<file path="config.mk">
export PLATFORM = sky130hd
export DESIGN_NAME = regFile
export DESIGN_NICKNAME = d
export VERILOG_FILES = /design/src/cpuPkg.sv /design/src/regFile.sv
export SDC_FILE = /design/constraint.sdc
export NUM_CORES = 2
export LEC_CHECK = 0
export BUFFER_PORTS_ARGS = -buffer_cell sky130_fd_sc_hd__buf_4
export CORE_MARGIN = 2
export CORE_UTILIZATION = 50
export DETAILED_ROUTE_END_ITERATION = 10
export HOLD_SLACK_MARGIN = 0.15
export PLACE_DENSITY = 0.65
export SLEW_MARGIN = 20
export SYNTH_ARGS = -nofsm -noshare
export SYNTH_HDL_FRONTEND = slang
export SYNTH_SLANG_ARGS = --single-unit
</file>
<file path="constraint.sdc">
create_clock -name clk -period 5 [get_ports clk]
set_input_delay 0 -clock clk [delete_from_list [all_inputs] [get_ports clk]]
set_output_delay 0 -clock clk [all_outputs]
set_load 0.01 [all_outputs]
</file>
<file path="src/cpuPkg.sv">
package cpuPkg;

	localparam int PC_W   = 26; // PC and address width
	localparam int DATA_W = 32; // Register and instruction width
	localparam int REG_AW = 5;  // Register address width

	// Next PC selection codes for pcAdder
	localparam logic [1:0] ADDOP_HOLD = 2'b00; // Keep current PC
	localparam logic [1:0] ADDOP_INC  = 2'b01; // PC + 1
	localparam logic [1:0] ADDOP_OPC  = 2'b10; // Branch, JAL or JR by opcode
	localparam logic [1:0] ADDOP_JUMP = 2'b11; // Absolute 26-bit jump

	localparam logic       WB_ALU  = 1'b0; // Write back ALU result
	localparam logic       WB_LINK = 1'b1; // Write back return address

	localparam logic [1:0] DEST_RD  = 2'd0; // R-type destination
	localparam logic [1:0] DEST_RT  = 2'd1; // I-type destination
	localparam logic [1:0] DEST_R31 = 2'd2; // Link register

	typedef enum logic [5:0] {
		NOP  = 6'd0,
		ADD  = 6'd1,
		SUB  = 6'd2,
		ADDI = 6'd3,
		BEQ  = 6'd23, // Branch and jump codes from 23 up
		BNE  = 6'd24,
		BLT  = 6'd25,
		BLET = 6'd26,
		BGT  = 6'd27,
		BGET = 6'd28,
		J    = 6'd29,
		JAL  = 6'd30,
		JR   = 6'd31,
		HLT  = 6'd63
	} opcode_e;

	typedef enum logic [2:0] {IDLE, FETCH, DECODE, EXECUTE, HALTED} state_e;

	typedef enum logic [1:0] {ALU_PASSB, ALU_ADD, ALU_SUB} aluOp_e;

	// R-type view of the low half of the instruction
	typedef struct packed {
		logic [REG_AW-1:0] rd; // Destination for ADD and SUB
		logic [10:0]       funct; // Not decoded
	} rFields_t;

	// rd overlaps the top of the immediate
	typedef union packed {
		logic [15:0] imm; // Immediate or branch target
		rFields_t    r;
	} lowHalf_t;

	typedef struct packed {
		opcode_e           opcode; // Bits 31:26
		logic [REG_AW-1:0] rs;     // Bits 25:21
		logic [REG_AW-1:0] rt;     // Bits 20:16
		lowHalf_t          low;    // Bits 15:0
	} instr_t;

	typedef struct packed {
		logic [1:0] addOp;   // Next PC mode
		logic       pcLoad;  // Update PC this cycle
		logic       regWe;   // Register file write
		logic       wbSel;   // ALU result or link
		logic [1:0] destSel; // rd, rt or r31
		aluOp_e     aluOp;
		logic       immSel;  // Sign-extended immediate as operand b
	} ctrl_t;

	typedef struct packed {
		logic menor; // a < b signed
		logic maior; // a > b signed
		logic igual; // a == b
	} flags_t;

endpackage
</file>
<file path="src/regFile.sv">
`timescale 1ns/1ps

module regFile (
	input  logic                      clk,
	input  logic                      rst,
	input  logic                      readEn,  // Operand capture in DECODE
	input  logic [cpuPkg::REG_AW-1:0] rsAddr,
	input  logic [cpuPkg::REG_AW-1:0] rtAddr,
	output logic [cpuPkg::DATA_W-1:0] rsData,
	output logic [cpuPkg::DATA_W-1:0] rtData,
	input  logic                      we,
	input  logic [cpuPkg::REG_AW-1:0] wAddr,
	input  logic [cpuPkg::DATA_W-1:0] wData,
	input  logic [cpuPkg::REG_AW-1:0] dbgAddr,
	output logic [cpuPkg::DATA_W-1:0] dbgData  // Combinational peek
);
	import cpuPkg::*;

	localparam int NUM_REGS = 2 ** REG_AW;

	logic [DATA_W-1:0] regs [NUM_REGS];

	always_ff @(posedge clk) begin
		if (rst) begin
			for (int i = 0; i < NUM_REGS; i++) begin
				regs[i] <= '0; // All registers start at zero
			end
		end else if (we && (wAddr != '0)) begin
			regs[wAddr] <= wData; // r0 never written
		end
	end

	// Operand registers
	always_ff @(posedge clk) begin
		if (readEn) begin
			rsData <= regs[rsAddr];
			rtData <= regs[rtAddr];
		end
	end

	assign dbgData = regs[dbgAddr];

	// r0 reads zero on every port
	assert property (@(posedge clk) disable iff (rst) (readEn && rsAddr == '0) |=> rsData == '0);
	assert property (@(posedge clk) disable iff (rst) (readEn && rtAddr == '0) |=> rtData == '0);
	assert property (@(posedge clk) disable iff (rst) (dbgAddr == '0) |-> dbgData == '0);

endmodule

</file>
* Yosys cells after proc, flatten, opt, wreduce, memory -nomap -nowiden
Memories as Yosys holds them, arrays and structs flattened. A register that Yosys moved wholly into a read port is not among the register bits.
Index checks and enable logic that the tools add are counted.
** Storage, ports and cells
- Input bits :: 56
- Memories kept :: 1
- Bits in registers :: 0
- Output and inout port bits :: 96
- Memory bits (writable) :: 1024
** Cells by class
- Reductions and logical operators :: 3
- Muxes and demuxes :: 8
** Memories
- regs :: depth 32, bits a word 32, rd ports 3, clocked after memory_dff 2, write ports 32, line regFile.sv:21 : logic [DATA_W-1:0] regs [NUM_REGS];
** Operators with widths (count)
- 32-bit 2-to-1 mux :: 1
- 32-bit OR reduction :: 1
- 1-bit 2-to-1 mux :: 6
- 5-bit 2-to-1 mux :: 1
- 5-bit nonzero test :: 1
- 1-bit logical AND :: 1

* Longest topological paths before layout
- Depth after elaboration :: 7
- Depth in mapped cells :: 8
- Gate-level depth less buffers :: 5

* Worst setup path after synthesis
No wires, ideal clock.
- Path kind :: input to register
- From :: in rst
- To :: mem regs[12][0], enable pin
- Path buffers :: 1
- Path slack :: 3.392 ns
- Data required time :: 4.625 ns
- Arrival :: 1.233 ns
- Cell stages on the path :: 5
- Cell sequence :: nand2b_1 or3_1 buf_6 nor2_4 or2_2
** RTL lines
- start, declared :: line regFile.sv:5 : input logic rst,
- end, declared :: line regFile.sv:21

==> metrics.csv <==
stage,metric,value,unit
critical_path,Setup Crit Path Kind,input pin to register,
logic_synthesis,largest family of logic cells by synthesized area,multiplexers,
logic_synthesis,Area contributors post-synth,"edfxtp_1 (49%), mux2i_1 (23%), and2_1 (9.3%)",
global_route,vias in the first global route,49300,
clock_tree,Root Buffer,clkbuf_16,
logic_synthesis,Post-Synth XOR/XNOR Area,0,%
logic_synthesis,most common cell in the synthesized netlist,mux2i_1,
pwr,static leakage,29.5,nW
floorplan,Chip Width,369,um
place,# port buffers,151,
logic_synthesis,area share of fa/ha/maj cells after synthesis,0,%
sta,fin crit period,3.25,ns
logic_synthesis,Post-synth top flop,edfxtp_1,
sta,final-report hold violation count,0,
global_route,global-route wire length before repair,352000,um
logic_synthesis,multiplexer area fraction after synthesis,23.1,%
global_route,largest net degree at the start of global routing,129,
routing,number of remaining DRC errors,0,
logic_synthesis,synthesis warning total,0,
sta,worst-margin pin slew,1.15,ns
global_route,total grt overflow,0,
floorplan,Rows,133,
clock_tree,PostCTS Resize Cnt,0,
run,Max Cap Viol,0,
worst_hold_path,WHS Path Cells,6,
logic_synthesis,Post-Synth Simple-Gate Area,14.8,%
logic_synthesis,"EDFF count, synth",1088,
critical_path,"Data arrival, critical path",3.62,ns
place,DPL Wire Length,142000,um
finish,final instance area,73500,sq um
sta,Final TNS setup,0,ns
critical_path,Worst Reg-to-Reg Cells,6,
sta,Slew Limit Headroom,23.0,%
floorplan,full die area,136000,sq um
logic_synthesis,Commonest cells post-synth,"mux2i_1 (1536), edfxtp_1 (1088), and2_1 (995)",
finish,Syn-to-layout area delta,10.3,%
logic_synthesis,compound-gate portion of the synthesized area,8.83,%
routing,Post-Route WL,252000,um
finish,share of cells above drive strength 1,9.74,%
logic_synthesis,top cell type's share of synthesized area,49.0,%
logic_synthesis,#FFs+latches synth,1088,
critical_path,CP Max Fanout,33,
run_status,status,"complete, no violations",
place,Placement Cell Area,68900,sq um
critical_path,Worst EP required,5.37,ns
logic_synthesis,post-synthesis cell type count,30,
floorplan,core area,132000,sq um
clock_tree,Clock Latency Late Sink,0.79,ns
global_route,GRT Util Overall,35.9,%
global_route,initial antenna violation count,14,
sta,fmax,307,MHz
sta,final setup fails,0,
sta,Hold Slack,0.254,ns
sta,Max Clock Skew,0.0275,ns
clock_tree,CTS tree,yes,
logic_synthesis,Post-synth ARST share,0,%
place,dpl ws,1.68,ns
logic_synthesis,Post-Syn Area,66600,sq um
clock_tree,clock sink total,1088,
clock_tree,CTS H-tree depth,4,
pwr,maximum VDD drop,0.388,mV
finish,nets@finish,5816,
logic_synthesis,Yosys top cell by area,edfxtp_1,
clock_tree,CTS Buffer Depth,3,
routing,routed vias,50900,
routing,DR pass1 iterations,6,
clock_tree,clock slew at reported path FFs,0.06,ns
routing,DR vias/cell,6.68,
critical_path,startpoint types,input pin,
routing,Initial DRC Count,7306,
logic_synthesis,sequential cell area fraction in the yosys report,49.0,%
pwr,Total Power,23.9,mW
sta,setup slack after layout,1.75,ns
floorplan,Die Height,369,um
pwr,pwr dens,325,nW/um^2
sta,Max Slew Vio Count,0,
logic_synthesis,Mapped Cells,5827,
clock_tree,setup bufs post-CTS,0,
logic_synthesis,Mapped Avg Cell Area,11.4,sq um
sta,RSZ-0062 raised after global routing,false,
worst_hold_path,worst hold path class,input pin to register,
clock_tree,total CTS buffers,130,
finish,"Core Util, Final",55.7,%
sta,fin crit share,65.1,%
place,total placed cells including tap cells,7338,
finish,"non-filler cells, final",7616,
routing,Routed Antenna Nets,0,
floorplan,Top-Level Pins,152,
clock_tree,hold_buf cts,45,
floorplan,initial cell density of the core,50.6,%
critical_path,CP endpoint kind,register,
place,GP Congestion,0.878,
routing,WL per Instance,33.1,um
layer usage:
layer | GRT usage, % | vias to the layer above | share of wire [%]
li1 | - | 21500 | -
met1 | 48.2 | 25400 | 39
met2 | 56.2 | 3352 | 45
met3 | 6.56 | 713 | 10
met4 | 17.4 | 4 | 5.1
met5 | 0 | - | 0.011
final cells by class:
class,instances,area (sq um)
Antenna cell,6,15.0
Sequential cell,1088,32700
Timing Repair Buffer,342,3020
Clock inverter,70,651
Tap cell,1755,2200
Clock buffer,157,3420
Multi-Input combinational cell,4198,31500
Fill cell,11100,58300
critical path, cell delays in order:
cell and delay [ns]:
dlygate4sd3_1 0.59, buf_4 0.18, or3b_4 0.44, dlygate4sd3_1 0.63
nor2_4 0.76, or2_2 1.00
worst paths after layout:
path / start / end / slack [ns]
worst max register to register: regs[5][0] / rtData[0] / 2.95
worst max-delay path: wAddr[2] / regs[19][11] / 1.75
worst min-delay path: rsAddr[3] / rsData[0] / 0.25
worst min register to register: regs[25][8] / rtData[8] / 0.73
where the power goes:
| part | internal [mW] | switching (mW) |
|---|---|---|
| Combinational | 1.24 | 2.22 |
| Clock | 5.34 | 4.00 |
| Sequential | 10.6 | 0.434 |
cell families after synthesis:
family                 after synthesis
AOI/OAI and AO/OA                  864
buffers and inverters              572
and+or+nand+nor                   1766
other                                1
muxes                             1536
DFF                               1088
cells in the final DEF (no fill, tap or decap), types with 2 or more instances in the layout:
cell type	n
a21oi_1	288
a22o_1	192
a22oi_1	288
a31oi_1	96
and2_1	992
and2_4	3
buf_12	25
buf_4	269
buf_8	3
bufinv_16	9
clkbuf_1	24
clkbuf_16	133
clkinv_1	22
clkinv_2	18
clkinv_4	4
clkinv_8	4
clkinvlp_4	5
conb_1	32
diode_2	6
dlygate4sd3_1	45
edfxtp_1	1088
inv_6	8
mux2i_1	1536
nand2_1	289
nand2_2	4
nand2b_2	6
nand3_1	289
nand3b_1	3
nor2_1	2
nor2_4	34
nor2b_4	6
nor3_1	96
or2_2	25
or2_4	9
or3_1	2
or3b_4	2
registers in the layout, indices dropped and copies added (netlist names):
register,flops
regs,1024
rsData,32
rtData,32
Power figures use the tool's default switching activity.
