===== config.mk =====
export PLATFORM = sky130hd
export DESIGN_NAME = controlUnit
export DESIGN_NICKNAME = d
export VERILOG_FILES = /design/src/cpuPkg.sv /design/src/controlUnit.sv
export SDC_FILE = /design/constraint.sdc
export NUM_CORES = 1
export LEC_CHECK = 0
export BUFFER_PORTS_ARGS = -buffer_cell sky130_fd_sc_hd__clkbuf_2
export CORE_AREA = 2 2 39 41
export CTS_CLUSTER_SIZE = 30
export DETAILED_ROUTE_END_ITERATION = 7
export DIE_AREA = 0 0 41 43
export PLACE_DENSITY = 0.65
export SKIP_LAST_GASP = 1
export SYNTH_ARGS = -nofsm -noshare
export SYNTH_HDL_FRONTEND = slang
export SYNTH_SLANG_ARGS = --single-unit
export TNS_END_PERCENT = 30

===== constraint.sdc =====
create_clock -name clk -period 1.5 [get_ports clk]
set_input_delay 0.3 -clock clk [delete_from_list [all_inputs] [get_ports clk]]
set_output_delay 0.3 -clock clk [all_outputs]
set_load 0.05 [all_outputs]

===== src/cpuPkg.sv =====
package cpuPkg;

	localparam int PC_W   = 26; // PC and address width
	localparam int DATA_W = 32; // Register and instruction width
	localparam int REG_AW = 5;  // Register address width

	// Next PC selection codes for pcAdder
	localparam logic [1:0] ADDOP_HOLD = 2'b00; // Keep current PC
	localparam logic [1:0] ADDOP_INC  = 2'b01; // PC + 1
	localparam logic [1:0] ADDOP_OPC  = 2'b10; // Branch, JAL or JR by opcode
	localparam logic [1:0] ADDOP_JUMP = 2'b11; // Absolute 26-bit jump

	localparam logic       WB_ALU  = 1'b0; // Write back ALU result
	localparam logic       WB_LINK = 1'b1; // Write back return address

	localparam logic [1:0] DEST_RD  = 2'd0; // R-type destination
	localparam logic [1:0] DEST_RT  = 2'd1; // I-type destination
	localparam logic [1:0] DEST_R31 = 2'd2; // Link register

	typedef enum logic [5:0] {
		NOP  = 6'd0,
		ADD  = 6'd1,
		SUB  = 6'd2,
		ADDI = 6'd3,
		BEQ  = 6'd23, // Branch and jump codes from 23 up
		BNE  = 6'd24,
		BLT  = 6'd25,
		BLET = 6'd26,
		BGT  = 6'd27,
		BGET = 6'd28,
		J    = 6'd29,
		JAL  = 6'd30,
		JR   = 6'd31,
		HLT  = 6'd63
	} opcode_e;

	typedef enum logic [2:0] {IDLE, FETCH, DECODE, EXECUTE, HALTED} state_e;

	typedef enum logic [1:0] {ALU_PASSB, ALU_ADD, ALU_SUB} aluOp_e;

	// R-type view of the low half of the instruction
	typedef struct packed {
		logic [REG_AW-1:0] rd; // Destination for ADD and SUB
		logic [10:0]       funct; // Not decoded
	} rFields_t;

	// rd overlaps the top of the immediate
	typedef union packed {
		logic [15:0] imm; // Immediate or branch target
		rFields_t    r;
	} lowHalf_t;

	typedef struct packed {
		opcode_e           opcode; // Bits 31:26
		logic [REG_AW-1:0] rs;     // Bits 25:21
		logic [REG_AW-1:0] rt;     // Bits 20:16
		lowHalf_t          low;    // Bits 15:0
	} instr_t;

	typedef struct packed {
		logic [1:0] addOp;   // Next PC mode
		logic       pcLoad;  // Update PC this cycle
		logic       regWe;   // Register file write
		logic       wbSel;   // ALU result or link
		logic [1:0] destSel; // rd, rt or r31
		aluOp_e     aluOp;
		logic       immSel;  // Sign-extended immediate as operand b
	} ctrl_t;

	typedef struct packed {
		logic menor; // a < b signed
		logic maior; // a > b signed
		logic igual; // a == b
	} flags_t;

endpackage

===== src/controlUnit.sv =====
`timescale 1ns/1ps

module controlUnit (
	input  logic            clk,
	input  logic            rst,
	input  logic            start,   // One-cycle pulse in IDLE
	input  cpuPkg::opcode_e opcode,  // From instruction register
	output cpuPkg::state_e  state,
	output logic            fetchEn,
	output logic            readEn,
	output cpuPkg::ctrl_t   ctrl,
	output logic            halted
);
	import cpuPkg::*;

	state_e nextState;

	always_ff @(posedge clk) begin
		if (rst) begin
			state <= IDLE;
		end else begin
			state <= nextState;
		end
	end

	always_comb begin
		nextState = state;
		case (state)
			IDLE:    if (start) nextState = FETCH; // Program already loaded
			FETCH:   nextState = DECODE;
			DECODE:  nextState = EXECUTE;
			EXECUTE: nextState = (opcode == HLT) ? HALTED : FETCH;
			HALTED:  nextState = HALTED; // Only rst leaves
			default: nextState = IDLE;
		endcase
	end

	assign fetchEn = (state == FETCH);
	assign readEn  = (state == DECODE);

	// Halt flag set on the HLT execute edge
	always_ff @(posedge clk) begin
		if (rst) begin
			halted <= 1'b0;
		end else if (state == EXECUTE && opcode == HLT) begin
			halted <= 1'b1;
		end
	end

	// Opcode decode, active in EXECUTE only
	always_comb begin
		ctrl = '0;
		ctrl.aluOp = ALU_PASSB;
		if (state == EXECUTE) begin
			ctrl.pcLoad = 1'b1; // PC updates every execute
			ctrl.addOp  = ADDOP_INC;
			case (opcode)
				ADD, SUB: begin
					ctrl.regWe   = 1'b1;
					ctrl.destSel = DEST_RD;
					ctrl.wbSel   = WB_ALU;
					ctrl.aluOp   = (opcode == ADD) ? ALU_ADD : ALU_SUB;
				end
				ADDI: begin
					ctrl.regWe   = 1'b1;
					ctrl.destSel = DEST_RT;
					ctrl.immSel  = 1'b1; // Sign-extended imm as b
					ctrl.aluOp   = ALU_ADD;
				end
				BEQ, BNE, BLT, BLET, BGT, BGET: begin
					ctrl.addOp = ADDOP_OPC; // Flags pick the path
					ctrl.aluOp = ALU_SUB;
				end
				JAL: begin
					ctrl.addOp   = ADDOP_OPC;
					ctrl.regWe   = 1'b1;
					ctrl.wbSel   = WB_LINK; // pc + 1 into r31
					ctrl.destSel = DEST_R31;
				end
				JR:      ctrl.addOp = ADDOP_OPC;
				J:       ctrl.addOp = ADDOP_JUMP;
				HLT:     ctrl.addOp = ADDOP_HOLD; // PC stays on HLT
				default: ctrl.addOp = ADDOP_INC; // NOP and unknown
			endcase
		end
	end

	// Datapath strobes only right after a fetch and a decode
	assert property (@(posedge clk) disable iff (rst)
		(ctrl.pcLoad || ctrl.regWe) |-> $past(readEn) && $past(fetchEn, 2));

	// Registered halt tracks the HALTED state
	assert property (@(posedge clk) disable iff (rst) halted |-> state == HALTED);
	assert property (@(posedge clk) disable iff (rst) (state == HALTED) |-> halted);

endmodule


[Yosys cells after proc, flatten, opt, wreduce, memory -nomap -nowiden]
Index checks and enable logic that the tools add are counted.
Widths: inputs -> output; s select.
Operators by class
  multiplexer cells: 11
  reductions and logical operators: 6
  equality and inequality tests: 18
Operators with widths (number)
  $eq 6x5->1 const B: 9
  $pmux 3 s5: 1
  $eq 6x2->1 const B: 2
  $pmux 2 s3: 2
  $mux 10: 1
  $reduce_or 8->1: 1
  $eq 3x2->1 const B: 2
  $eq 6x1->1 const B: 1
  $eq 6x6->1 const B: 1
  $mux 3: 2
  $reduce_or 6->1: 1
  $pmux 2 s2: 1
  $reduce_or 4->1: 1
  $eq 3x1->1 const B: 1
  $eq 3x3->1 const B: 1
  $logic_not 3->1: 1
  $mux 1: 3
  $mux 2: 1
  $ne 2x2->1 const B: 1
  $reduce_or 2->1: 1
  $logic_and 1x1->1: 1
Storage, ports and cells
  input bits: 9
  bits in registers: 4
  output and inout bits: 16
  logic and storage cells: 37

[Logic depth before layout (Yosys ltp)]
  depth in word-level cells: 4
  gate-level depth with buffers: 4
  depth with buffers taken out: 3

[Least setup slack after synthesis]
Ideal clock, no wire load.
  path type: reg2out
  start point: register state[1]
  end point: output ctrl[9] in the netlist's numbering
  path buffers: 0
  arrival time: 2.384 ns
  data required time: 1.200 ns
  slack: -1.184 ns
  stages on the path, launching flop included: 4
  cell sequence: dfxtp_1 and3b_2 nand2b_4 nor3_1
RTL lines
  start, declared: line controlUnit.sv:8  | output cpuPkg::state_e state,
  start signal, assigned: line controlUnit.sv:22  | state <= nextState;
  end, declared: line controlUnit.sv:11  | output cpuPkg::ctrl_t ctrl,

==> metrics.txt <==
Comb pwr share 39.8%; slowest stage cell, crit path dfxtp_4; drt first pass iters 4; via/cell ratio 5.04; Yosys reg bits 4; max-slew violation count 0; net switching power 176 uW; Syn Inst Count 44; Clk pwr share 33.4%; count of flip-flops with a built-in enable after synthesis 0; R2R depth 4; total global routing overflow 0; CTS max path bufs 2; share of the synthesized area in the top cell type 22.6%; Clk pin slew, worst setup/hold paths 40 ps; vias in the first global route 442; worst path cell trace and3b_4 > nand2b_4 > o31ai_4 > buf_8; fin crit share 111%; Initial Util 25.6%; Post-CTS Hold Fix Bufs 0; register-to-register path setup slack 420 ps; VDD IR-drop max 274 uV; dominant cell type by area after synthesis dfxtp_1; worst r2r src state[2]; largest net degree at the start of global routing 8; setup ws final -163 ps; largest cells by area after synthesis dfxtp_1 23%, a21oi_1 5.7%, and3_1 5.3%; CTS tree built; CP Launch Type register; fmax 0.601 GHz; Post-Route WL 1140 microns; Die H 43 microns; Routed Antenna Nets 0; Cell Pwr Density 662 nW/um^2; Fillers 137; failing checks setup timing; I/O pin count 25; clock skew 0.876 ps; slew margin rel. 78.7%; Setup crit end ctrl[2]; Flop pwr share 26.8%; # setup viols final 12; Mapped Nets 53; Clk Latency, worst-skew pair 240 ps; worst hold slack 266 ps; Synth Cell Area 354 sq um; sw frac 38.7%; max-cap violation count 0; drt drc 0; Total Nets Final 91; initial antenna violation count 0; synth cell count leaders 4 x a21oi_1, 4 x dfxtp_1; Synth Warn # 0; Setup Crit Path Kind reg2out; area grow syn2layout 94.0%; PortBufs 24; Worst-Margin Slew 317 ps; Initial DRC Count 4; root buf cell clkbuf_4; Post-synth top flop dfxtp_1; worst flop-to-flop path endpoint halted; Core ar. 1380 sq um; cell depth of the worst setup path 4; status complete, but fails checks; crit path max fanout 4; wire length per cell 11.7 microns; total number of vias 489; share of layout cells above drive strength 1 64.2%; number of distinct library cells after synthesis 26; Worst Path Arrival 1360 ps; Final Hold Vio Count 0; Worst Path Required 1200 ps; dpl hpwl 878 microns; first-pass GRT wire length 1780 microns; cell row count 14; RSZ-0062 raised after global routing true; H-tree levels 1; Hold Crit Class in2reg; CP max stage delay 340 ps; fin area 687 sq um; post-route minimum period 1660 ps; Buf/Inv on CP 1; CP startpoint state[2]; CP Capture Type output pin; die width 41 microns; Placer Congestion 0.832; Tot GR Track Use 14.6%; Int Pwr 278 uW; Placed Area 609 sq um; CTS sink count 4; DIE AREA 1760 sq um; Pleak 0.000343 uW; asr flop ratio synth 0%; cell family with the largest share of critical-path delay simple AND/OR/NAND/NOR gates; syn avg cell area 8.05 sq um; # diodes 0; register area share after synthesis 22.6%; Num CTS Buffers 3
## cell families (layout without fill, tap and decap cells)
family / after synthesis / count (layout) / synth area share, %
buffers and inverters: 4 / 41 / 5.30
and+or+nand+nor: 23 / 23 / 44.5
xor gates and xnor gates: 1 / 1 / 2.47
DFF: 4 / 4 / 22.6
AOI/OAI and AO/OA: 11 / 11 / 22.3
muxes: 1 / 1 / 2.83
## power groups by stage
stage	clock [uW]	sequential, uW	combinational [uW]
final	152	122	181
after global routing	163	123	195
after CTS	151	122	179
after detailed placement	0	124	176
after global placement	0	123	174
after floorplan	0	150	87.1
## metrics by stage
stage          utilization [%]  TNS, ps  cells  total power (uW)  worst slack, ps
5_1_grt                   49.6    -1880     97               481             -201
4_1_cts                   48.4    -1750     97               452             -192
3_3_place_gp              44.0     -145     92               296            -69.1
3_5_place_dp              44.0     -247     92               299             -122
6_report                  49.6    -1400     97               454             -163
2_1_floorplan                -    -1220     44               237             -290
## cell type report
| cell class | count | area, sq um | share of cell area [%] |
|---|---|---|---|
| Multi-Input combinational cell | 36 | 305 | 44.4 |
| Timing Repair Buffer | 34 | 233 | 33.9 |
| Sequential cell | 4 | 91.3 | 13.3 |
| Clock buffer | 4 | 26.3 | 3.83 |
| Tap cell | 16 | 20.0 | 2.91 |
| Inverter | 3 | 11.3 | 1.64 |
## cells in the final DEF (no fill, tap or decap), types with 3 or more instances in the layout
cell       n
clkbuf_2  17
clkbuf_4   3
a21oi_1    3
buf_4     11
nand2_1    3
inv_1      3
and3_1     3
dfxtp_4    3
## flip-flops by register name (all words and copies together), names as in the netlist
name and count:
halted 1, state 3
## worst register-to-register path, delay by kind of cell (launching register included)
kind / cells / cell delay, ps
compound gates: 1 / 160
buf+inv: 1 / 120
flops: 1 / 340
simple gates: 2 / 400
## how the worst min path moves through the flow
stage | end | start | depth (start not counted)
finish | state[2] | rst | 2
global route | state[2] | rst | 2
CTS | state[2] | rst | 2
detailed placement | halted | halted | 2
global placement | halted | halted | 2
floorplan | state[2] | rst | 1
## what timing repair did
item / CTS / global route
setup endpoints to repair: 10 / 12
pin swaps: 1 / 1
gates resized for setup: 6 / 12
buffers inserted: 1 / 0
## layer usage
| metal | vias up | global-route usage (%) | part of all wire, % |
|---|---|---|---|
| met5 | - | 0 | 0 |
| met4 | 0 | 6.00 | 1.4 |
| met3 | 2 | 1.57 | 4.7 |
| met2 | 15 | 23.4 | 51 |
| met1 | 232 | 18.7 | 43 |
| li1 | 240 | - | - |
Note: power is estimated with default switching activity, not from simulation.
