[config.mk]
export PLATFORM = sky130hd
export DESIGN_NAME = pcAdder
export DESIGN_NICKNAME = d
export VERILOG_FILES = /design/src/cpuPkg.sv /design/src/pcAdder.sv
export SDC_FILE = /design/constraint.sdc
export NUM_CORES = 1
export LEC_CHECK = 0
export ABC_AREA = 1
export BUFFER_PORTS_ARGS = -buffer_cell sky130_fd_sc_hd__buf_2
export CAP_MARGIN = 5
export CORE_MARGIN = 2
export CORE_UTILIZATION = 35
export DETAILED_ROUTE_END_ITERATION = 8
export PLACE_DENSITY_LB_ADDON = 0.15
export SYNTH_ARGS = -nofsm -noshare
export SYNTH_HDL_FRONTEND = slang
export SYNTH_SLANG_ARGS = --single-unit
[constraint.sdc]
create_clock -name vclk -period 1.99
set_input_delay 0.398 -clock vclk [all_inputs]
set_output_delay 0.398 -clock vclk [all_outputs]
set_load 0.01 [all_outputs]
[src/cpuPkg.sv]
package cpuPkg;

	localparam int PC_W   = 26; // PC and address width
	localparam int DATA_W = 32; // Register and instruction width
	localparam int REG_AW = 5;  // Register address width

	// Next PC selection codes for pcAdder
	localparam logic [1:0] ADDOP_HOLD = 2'b00; // Keep current PC
	localparam logic [1:0] ADDOP_INC  = 2'b01; // PC + 1
	localparam logic [1:0] ADDOP_OPC  = 2'b10; // Branch, JAL or JR by opcode
	localparam logic [1:0] ADDOP_JUMP = 2'b11; // Absolute 26-bit jump

	localparam logic       WB_ALU  = 1'b0; // Write back ALU result
	localparam logic       WB_LINK = 1'b1; // Write back return address

	localparam logic [1:0] DEST_RD  = 2'd0; // R-type destination
	localparam logic [1:0] DEST_RT  = 2'd1; // I-type destination
	localparam logic [1:0] DEST_R31 = 2'd2; // Link register

	typedef enum logic [5:0] {
		NOP  = 6'd0,
		ADD  = 6'd1,
		SUB  = 6'd2,
		ADDI = 6'd3,
		BEQ  = 6'd23, // Branch and jump codes from 23 up
		BNE  = 6'd24,
		BLT  = 6'd25,
		BLET = 6'd26,
		BGT  = 6'd27,
		BGET = 6'd28,
		J    = 6'd29,
		JAL  = 6'd30,
		JR   = 6'd31,
		HLT  = 6'd63
	} opcode_e;

	typedef enum logic [2:0] {IDLE, FETCH, DECODE, EXECUTE, HALTED} state_e;

	typedef enum logic [1:0] {ALU_PASSB, ALU_ADD, ALU_SUB} aluOp_e;

	// R-type view of the low half of the instruction
	typedef struct packed {
		logic [REG_AW-1:0] rd; // Destination for ADD and SUB
		logic [10:0]       funct; // Not decoded
	} rFields_t;

	// rd overlaps the top of the immediate
	typedef union packed {
		logic [15:0] imm; // Immediate or branch target
		rFields_t    r;
	} lowHalf_t;

	typedef struct packed {
		opcode_e           opcode; // Bits 31:26
		logic [REG_AW-1:0] rs;     // Bits 25:21
		logic [REG_AW-1:0] rt;     // Bits 20:16
		lowHalf_t          low;    // Bits 15:0
	} instr_t;

	typedef struct packed {
		logic [1:0] addOp;   // Next PC mode
		logic       pcLoad;  // Update PC this cycle
		logic       regWe;   // Register file write
		logic       wbSel;   // ALU result or link
		logic [1:0] destSel; // rd, rt or r31
		aluOp_e     aluOp;
		logic       immSel;  // Sign-extended immediate as operand b
	} ctrl_t;

	typedef struct packed {
		logic menor; // a < b signed
		logic maior; // a > b signed
		logic igual; // a == b
	} flags_t;

endpackage
[src/pcAdder.sv]
`timescale 1ns/1ps

module pcAdder (
	input  logic [cpuPkg::PC_W-1:0] pc,      // Current PC
	input  logic [cpuPkg::PC_W-1:0] saltoJR, // Target from rs
	input  logic [cpuPkg::PC_W-1:0] salto,   // 26-bit jump field
	input  logic [15:0]             desvio,  // Branch and JAL target
	input  logic [1:0]              addOp,
	input  cpuPkg::opcode_e         opcode,
	input  cpuPkg::flags_t          flags,   // Valid only in EXECUTE
	output logic [cpuPkg::PC_W-1:0] pcAtual  // Next PC
);
	import cpuPkg::*;

	logic [PC_W-1:0] pcInc;
	logic [PC_W-1:0] branchTgt;
	logic            condHolds;

	assign pcInc     = pc + PC_W'(1);
	assign branchTgt = {{(PC_W-16){1'b0}}, desvio}; // Zero-extended

	// Branch condition per opcode
	always_comb begin
		case (opcode)
			BEQ:     condHolds = flags.igual;
			BNE:     condHolds = !flags.igual;
			BLT:     condHolds = flags.menor;
			BLET:    condHolds = flags.menor || flags.igual;
			BGT:     condHolds = flags.maior;
			BGET:    condHolds = flags.maior || flags.igual;
			default: condHolds = 1'b1; // Non-branch falls through
		endcase
	end

	always_comb begin
		case (addOp)
			ADDOP_HOLD: pcAtual = pc; // Halted PC stays put
			ADDOP_INC:  pcAtual = pcInc;
			ADDOP_OPC: begin
				case (opcode)
					JAL:     pcAtual = branchTgt; // Call target
					JR:      pcAtual = saltoJR; // Return via register
					// A true condition falls through, a false one takes the target
					default: pcAtual = condHolds ? pcInc : branchTgt;
				endcase
			end
			default:    pcAtual = salto; // Unconditional J
		endcase
	end

endmodule

* After elaboration in Yosys (flattened, before gate mapping)
Cells that the tools add are included.
** Word-level totals
- Flip-flop bits (word level) :: 0
- Input bits :: 105
- Output and inout port bits :: 26
- Word-level logic and storage cells :: 19
** Operators by class
- $add $sub $neg :: 1
- Equal/unequal tests :: 10
- Muxes and demuxes :: 4
- Reductions and logical operators :: 4
** Operator list (number)
- one-hot mux 26 bit (3 select lines) :: 1
- one-hot mux 26 bit (2 select lines) :: 1
- == test 6 x 5 -> 1 bit, second input constant :: 8
- adder 26 x 1 -> 26 bit, second input constant :: 1
- 2-to-1 mux 26 bit :: 1
- one-hot mux 1 bit (6 select lines) :: 1
- == test 2 x 1 -> 1 bit, second input constant :: 1
- == test 2 bit, second input constant :: 1
- logical NOT 2 bit :: 1
- logical OR 1 bit :: 2
- logical NOT 1 bit :: 1

* Logic depth before layout (Yosys ltp)
Gate-level depths: netlist (run 1).
- Word-level depth :: 5
- Gate-level depth with buffers :: 14
- Gate-level depth less buffers :: 12

* Least setup slack after synthesis (run 1)
OpenSTA, ideal clock, no wires.
- Path kind :: input-to-output
- Start point :: in pc[0] (netlist bit)
- End point :: out pcAtual[24] (netlist bit)
- Data arrival time :: 1572 ps
- Data required time :: 1592 ps
- Path slack :: 20 ps
- Stages on the path :: 11
- Path buffers :: 0
- Cells stage by stage :: ha_1 > nand2_1 > nor2_1 > nand2_1 > nor2_2 > nand4_1 > nand2_1 > nand2_1 > nand2_1 > nand3_1 > a21oi_1
** Between the ends
- Word-level cells in the longest chain between the ends :: 4
** Ends and longest elaborated chain
- start: declaration :: line pcAdder.sv:4 : input logic [cpuPkg::PC_W-1:0] pc,
- adder 26 x 1 -> 26 bit (*) :: line pcAdder.sv:19 : assign pcInc = pc + PC_W'(1);
- 2-to-1 mux 26 bit :: line pcAdder.sv:44 : default: pcAtual = condHolds ? pcInc : branchTgt;
- one-hot mux 26 bit (2 select lines) :: line pcAdder.sv:40 : case (opcode)
- one-hot mux 26 bit (3 select lines) (*) :: line pcAdder.sv:36 : case (addOp)
- end: declaration :: line pcAdder.sv:11 : output logic [cpuPkg::PC_W-1:0] pcAtual
Every way passes the cells marked *; elsewhere a longest branch is shown, timed or not.

* Worst setup path in the final report (run 1)
- Start point :: in pc[1] (netlist bit)
- End point :: out pcAtual[14] (netlist bit)
The elaborated chain is that of the path after synthesis.

==> metrics list, run 1 <==
* Outcome: complete, but fails checks
- Failing checks: setup timing
* Final Setup Violations: 26
- VDD IR-drop max: 0.1166 mV
- In this run the cell area of the synthesized design comes to 2146 um2.
- The routed design could run at a clock period as short as 2.150 ns.
- After clock tree synthesis, the flow added hold-fix buffers numbering 0.
- # IOs: 131
- Post-route non-filler standard cell count: 737
* Crit start category: input pin
* Number of cells traversed by the worst hold path: 4
* Number of buffers and inverters on the critical path: 5
* Core box area: 5921 um2
- In this run the vertical extent of the chip is 82.30 um.
* Distinct cells, synth: 26
- Net total in the final layout: 770
* Chip width: 82.30 um
* Global-route wire length before repair: 16.85 mm
* # Max-Cap Violations: 0
- Vias in the first global route: 3,548
* Cells along the critical path: buf_8 -> ha_4 -> nand2_4 -> inv_2 -> nand3_2 -> nor2_2 -> buf_6 -> buf_12 -> xor2_2 -> nand2_1 -> nand3_1 -> nand2_1 -> nand4_1 -> buf_2
- With fillers left out, the area of the finished cells amounts to 4257 um2.
- Once layout is complete, the utilization of the core stands at 71.89%.
- Synthesis produced a netlist with a net count of 574.
* Max-slew violation count: 0
- Lkg Pwr: 2.155 nW
* Crit Path Category: in2out
- For this run, the number of Yosys warnings is 0.
* Overall global routing resource usage: 31.73%
- The synthesized design spends more area on one cell type than any other, namely sky130_fd_sc_hd__nand2_1.
- Final worst-path cycle share: 108.1%
- Worst min-delay path startpoint: salto[19]
* Post-detail-place hpwl: 7.687 mm
- Final critical-path setup slack: -0.1603 ns
- Final Hold Fails: 0
- Total number of vias: 4,141
* Destination of the worst hold path: pcAtual[19]
- Worst slew slack as a fraction of its limit: 79.37%
- The synthesized design devotes to its leading area cell type 33.41% of total area.
- First-pass detailed-route iteration total: 6
- Dominant cell type by count on the critical path: sky130_fd_sc_hd__nand2_1
- The count of nets left with antenna violations once routing finished came out at 0.
- The cell family contributing the most delay on the critical path is buffers and inverters.
- The initial utilization of the core area, before any placement, comes to 36.24%.
* Type of the most critical hold path: in2out
- Post-Syn Area per Cell: 4.585 um2
* Setup repair after global routing missed its margin: yes
- Along the worst path, the maximum fanout reaches 4.
* Critical path data required time: 1.59 ns
- Overflow left after global routing: 0
- In the routed layout, each cell is associated on average with a via count of 5.619.
* Actual slew at the worst max-slew pin: 0.3070 ns
- Clock tree buffer count of the final layout: 0
- The number of antenna violations at the first check in global routing came to 0.
- Worst EP arrival: 1.75 ns
* Share of cells above drive strength 1: 50.76%
- Compared with the post-synthesis result, the final layout area differs by 98.37%.
* Starting DRC count in detailed routing: 284
* Count of placed standard cells including taps: 717
- Die Footprint: 6773 um2
- The repair_antennas step left the layout with diodes totalling 0.
* Synthesized netlist cell count: 468
- Power Density: 194.8 nW/um2
- In this design, the stage delay of the slowest critical-path cell is 0.16 ns.
- Input and output buffers added on the ports amount to 131.
- At the end of routability-driven placement, the weighted congestion stood at 0.9349.
- Area of all sequential standard cells: 0 um2
- F_max: 0.4651 GHz
* Placement Cell Area: 3301 um2
- For this design, the slowest cell found on the critical path is sky130_fd_sc_hd__ha_4.
* Pin count of the biggest net entering global routing: 17
- Post-detailed-route wirelength per cell: 15.60 um
- Endpoint type of the worst setup path: output pin
- Share of synthesized area occupied by flip-flops and latches: 0%
- Placement row count: 28
* Seq_cells: 0
- Wires add up to 11.50 mm.
- Overall Power: 0.8291 mW
- Residual DRC count: 0
- By area the synthesized netlist is led by sky130_fd_sc_hd__nand2_1 33%, sky130_fd_sc_hd__nand4_1 12%, sky130_fd_sc_hd__nor2_1 8.7%.
## stage by stage
stage	setup slack, ns	hold WS, ns	TNS (ns)
global placement	-0.2934	1.101	-4.365
finish	-0.1603	1.102	-2.700
detailed placement	-0.3206	1.106	-4.949
floorplan	0.02034	0.9420	0
CTS	-0.1095	1.108	-1.510
global route	-0.2139	1.124	-4.416
## layout by cell type (no fill, tap or decap), drive strengths merged
cell    instances
buf           213
nand2         195
nor2           51
nand4          41
inv            38
nand3          38
o21ai          29
nor3           18
a21oi          16
xnor2           7
xor2            6
nand3b          3
nor3b           2
clkinv          1
or2             1
a211oi          1
and2            1
ha              1
## synthesized netlist by cell type (6+ instances only)
| cell | count |
|---|---|
| sky130_fd_sc_hd__a21oi_1 | 16 |
| sky130_fd_sc_hd__buf_2 | 8 |
| sky130_fd_sc_hd__clkbuf_1 | 12 |
| sky130_fd_sc_hd__inv_1 | 36 |
| sky130_fd_sc_hd__nand2_1 | 191 |
| sky130_fd_sc_hd__nand3_1 | 34 |
| sky130_fd_sc_hd__nand4_1 | 41 |
| sky130_fd_sc_hd__nor2_1 | 50 |
| sky130_fd_sc_hd__nor3_1 | 17 |
| sky130_fd_sc_hd__o21ai_0 | 17 |
| sky130_fd_sc_hd__o21ai_1 | 12 |
| sky130_fd_sc_hd__xnor2_1 | 7 |
| sky130_fd_sc_hd__xor2_1 | 6 |
## cell families after synthesis
logic type	count (synthesis)	synth area share, %
AO/OA/AOI/OAI	46	10.85
XOR/XNOR	13	5.306
adder cells (fa/ha/maj)	1	0.5830
buffers and inverters	62	12.19
AND/OR/NAND/NOR	346	71.08
## worst max path at each step
stage	from	to	slack (ns)	cells past startpoint
after global placement	pc[1]	pcAtual[24]	-0.29	13
after detailed placement	pc[1]	pcAtual[24]	-0.32	13
final	pc[1]	pcAtual[14]	-0.16	14
after global routing	pc[1]	pcAtual[24]	-0.21	13
after CTS	pc[1]	pcAtual[24]	-0.11	13
after floorplan	pc[0]	pcAtual[24]	0.02	11
## area by class of cell
class,instances,area (um2)
Inverter,39,161.4
Tap cell,75,93.84
Fill cell,501,1664
Timing Repair Buffer,213,1544
Multi-Input combinational cell,410,2457
## layer usage
metal | part of all wire [%] | vias to the layer above | wire, um | GRT usage, %
met3 | 8.8 | 46 | 1012 | 2.717
li1 | - | 1953 | - | -
met5 | 0 | - | 0 | 0
met1 | 39 | 1896 | 4494 | 40.89
met2 | 49 | 246 | 5584 | 57.26
met4 | 3.5 | 0 | 408 | 6.333
## what timing repair did
item	in CTS	in global routing
setup buffers	9	4
setup endpoints to repair	26	26
resized for setup	143	62
gates cloned	7	0
pin swaps	41	32
## power by group
part / total, mW / internal [mW] / switching (mW)
clock network: 0 / 0 / 0
logic: 0.829 / 0.374 / 0.455
registers: 0 / 0 / 0
(Power assumes the default switching activity.)
==> run 2: changes to the inputs <==
--- a/config.mk
+++ b/config.mk
@@ -11,7 +11,9 @@
 export CORE_MARGIN = 2
 export CORE_UTILIZATION = 35
 export DETAILED_ROUTE_END_ITERATION = 8
+export GPL_ROUTABILITY_DRIVEN = 0
 export PLACE_DENSITY_LB_ADDON = 0.15
+export RECOVER_POWER = 25
 export SYNTH_ARGS = -nofsm -noshare
 export SYNTH_HDL_FRONTEND = slang
 export SYNTH_SLANG_ARGS = --single-unit
==> metrics list, run 2 (synthesis results as in run 1) <==
- The highest net fanout along the worst path came to 6 (+2).
- Layout area overhead: 96.73%
- # IOs: 131 (unchanged)
- Post-route cell area: 4222 um2 (-0.82%)
- The number of antenna repair diodes came to 0 (unchanged).
- The count of clock-net buffers in the final layout was 0 (unchanged).
- The worst slew margin relative to its limit was 78.74% (-0.64 points).
- The total global-route track usage came to 29.83% (-1.9 points).
- Overall Power: 0.8143 mW (-1.8%)
* Seq_cells: 0 (unchanged)
* Endpoint type of the worst setup path: output pin
- Final worst-path cycle share: 110.4% (+2.3 points)
* Crit start category: input pin
* Net total in the final layout: 767 (-0.39%)
- The hold-critical path depth was 4 (unchanged).
- Detail-routed via count per cell: 5.635 (+0.29%)
- Port Buf Inserts: 131 (unchanged)
* Final Setup Violations: 26 (unchanged)
- The peak clock frequency supported by timing came to 0.4553 GHz (-2.1%).
* Failing checks: setup timing
* First-pass detailed-route iteration total: 6 (unchanged)
- Type of the most critical hold path: in2out
- Initial core utilization: 36.24% (unchanged)
- Final Hold Fails: 0 (unchanged)
* Setup repair after global routing missed its margin: yes
- The number of global-route vias before repair came to 3,482 (-1.9%).
* # Max-Cap Violations: 0 (unchanged)
* Global-route wire length before repair: 16.15 mm (-4.1%)
- Post-detailed-route wirelength per cell: 15.58 um (-0.16%)
- The residual overflow from global routing came to 0 (unchanged).
- Worst EP arrival: 1.80 ns (+0.05 ns)
- Number of filler instances in the final layout: 481 (-4.0%)
- The total wire length after detailed routing is 11.43 mm (-0.57%).
- Actual slew at the worst max-slew pin: 0.3165 ns (+0.009461 ns)
- Leading cell type in the layout, fill and taps excluded: sky130_fd_sc_hd__nand2_1
- Post-detail-place hpwl: 7.467 mm (-2.9%)
* Critical path data required time: 1.59 ns (about the same)
- Total number of vias: 4,136 (-0.12%)
* Residual DRC count: 0 (unchanged)
- The total power divided by cell area was 192.9 nW/um2 (-0.97%).
- The worst setup path is of the in2out kind.
* Final period demand of the worst path: 2.196 ns (+0.04610 ns)
- The number of rows created at floorplan came to 28 (unchanged).
- Hold Buf Count CTS: 0 (unchanged)
* Placement Cell Area: 3333 um2 (+0.99%)
- Number of antenna violations at the first check in global routing: 0 (unchanged)
- The number of DRC markers after the initial detailed-route iteration is 619 (+120%).
- The top cell types in the final layout, fill and taps aside, are 162 x sky130_fd_sc_hd__nand2_1, 122 x sky130_fd_sc_hd__buf_2, 60 x sky130_fd_sc_hd__buf_4, 41 x sky130_fd_sc_hd__nand4_1, 32 x sky130_fd_sc_hd__nor2_1.
- The final worst setup slack is -0.2064 ns (-0.04610 ns).
- Share of cells above drive strength 1: 47.65% (-3.1 points)
- The number of nets with antenna violations after routing was 0 (unchanged).
- Pin count of the biggest net entering global routing: 20 (+3)
- Lkg Pwr: 2.150 nW (-0.26%)
- Area of all sequential standard cells: 0 um2 (unchanged)
- The area of the core came to 5921 um2 (unchanged).
- Max-slew violation count: 0 (unchanged)
- The floorplan die width came to 82.30 um (unchanged).
* Height of the die: 82.30 um (unchanged)
* VDD IR-drop max: 0.1311 mV (+12%)
* Outcome: complete, but fails checks
- Die Footprint: 6773 um2 (unchanged)
## run 2: critical path, cell delays in order
cell,delay (ns)
sky130_fd_sc_hd__buf_8,0.09
sky130_fd_sc_hd__inv_6,0.04
sky130_fd_sc_hd__nand2_4,0.06
sky130_fd_sc_hd__nand2_2,0.06
sky130_fd_sc_hd__a21oi_2,0.17
sky130_fd_sc_hd__nand2_2,0.09
sky130_fd_sc_hd__clkinv_4,0.12
sky130_fd_sc_hd__nand3_4,0.16
sky130_fd_sc_hd__buf_6,0.17
sky130_fd_sc_hd__nand2_4,0.05
sky130_fd_sc_hd__nand3_2,0.06
sky130_fd_sc_hd__nand2_1,0.07
sky130_fd_sc_hd__nand4_1,0.09
sky130_fd_sc_hd__buf_2,0.16
## run 2: repair_timing
item | 4_1_cts | 5_1_grt
gates cloned | 5 | 2
setup buffers | 7 | 3
setup endpoints to repair | 26 | 26
pin swaps | 40 | 43
resized for setup | 120 | 59
## run 2: path summary, 6_finish.rpt
kind                       from          end  slack [ns]
worst max-delay path  opcode[3]  pcAtual[15]       -0.21
worst min-delay path  salto[19]  pcAtual[19]        1.10
## run 2: layout make-up
type	count	area (um2)	share of cell area [%]
tap	75	93.84	2.223
timing repair buffer	211	1553	36.78
inverter	39	161.4	3.823
multi-input combinational	409	2414	57.17
## run 2: metrics by stage
stage	setup slack (ns)	TNS, ns	utilization, %	cells	hold WS, ns
floorplan	0.02034	0	-	468	0.9420
global placement	-0.2986	-4.281	56.30	718	1.101
detailed placement	-0.3439	-4.711	56.30	718	1.103
CTS	-0.1060	-1.378	66.29	729	1.105
global route	-0.2493	-5.038	71.30	734	1.120
finish	-0.2064	-3.135	71.30	734	1.102
## run 2: layer usage
metal  track usage, %  wire, um  vias up
met3            2.065      1105       53
met4            6.000       415        0
met1            40.25      4413     1879
li1                 -         -     1937
met5                0         0        -
met2            51.94      5499      267
## run 2: report_power, final
part           leakage (nW)  internal (mW)  switching [mW]
clock                     0              0               0
combinational          2.15          0.367           0.447
sequential                0              0               0
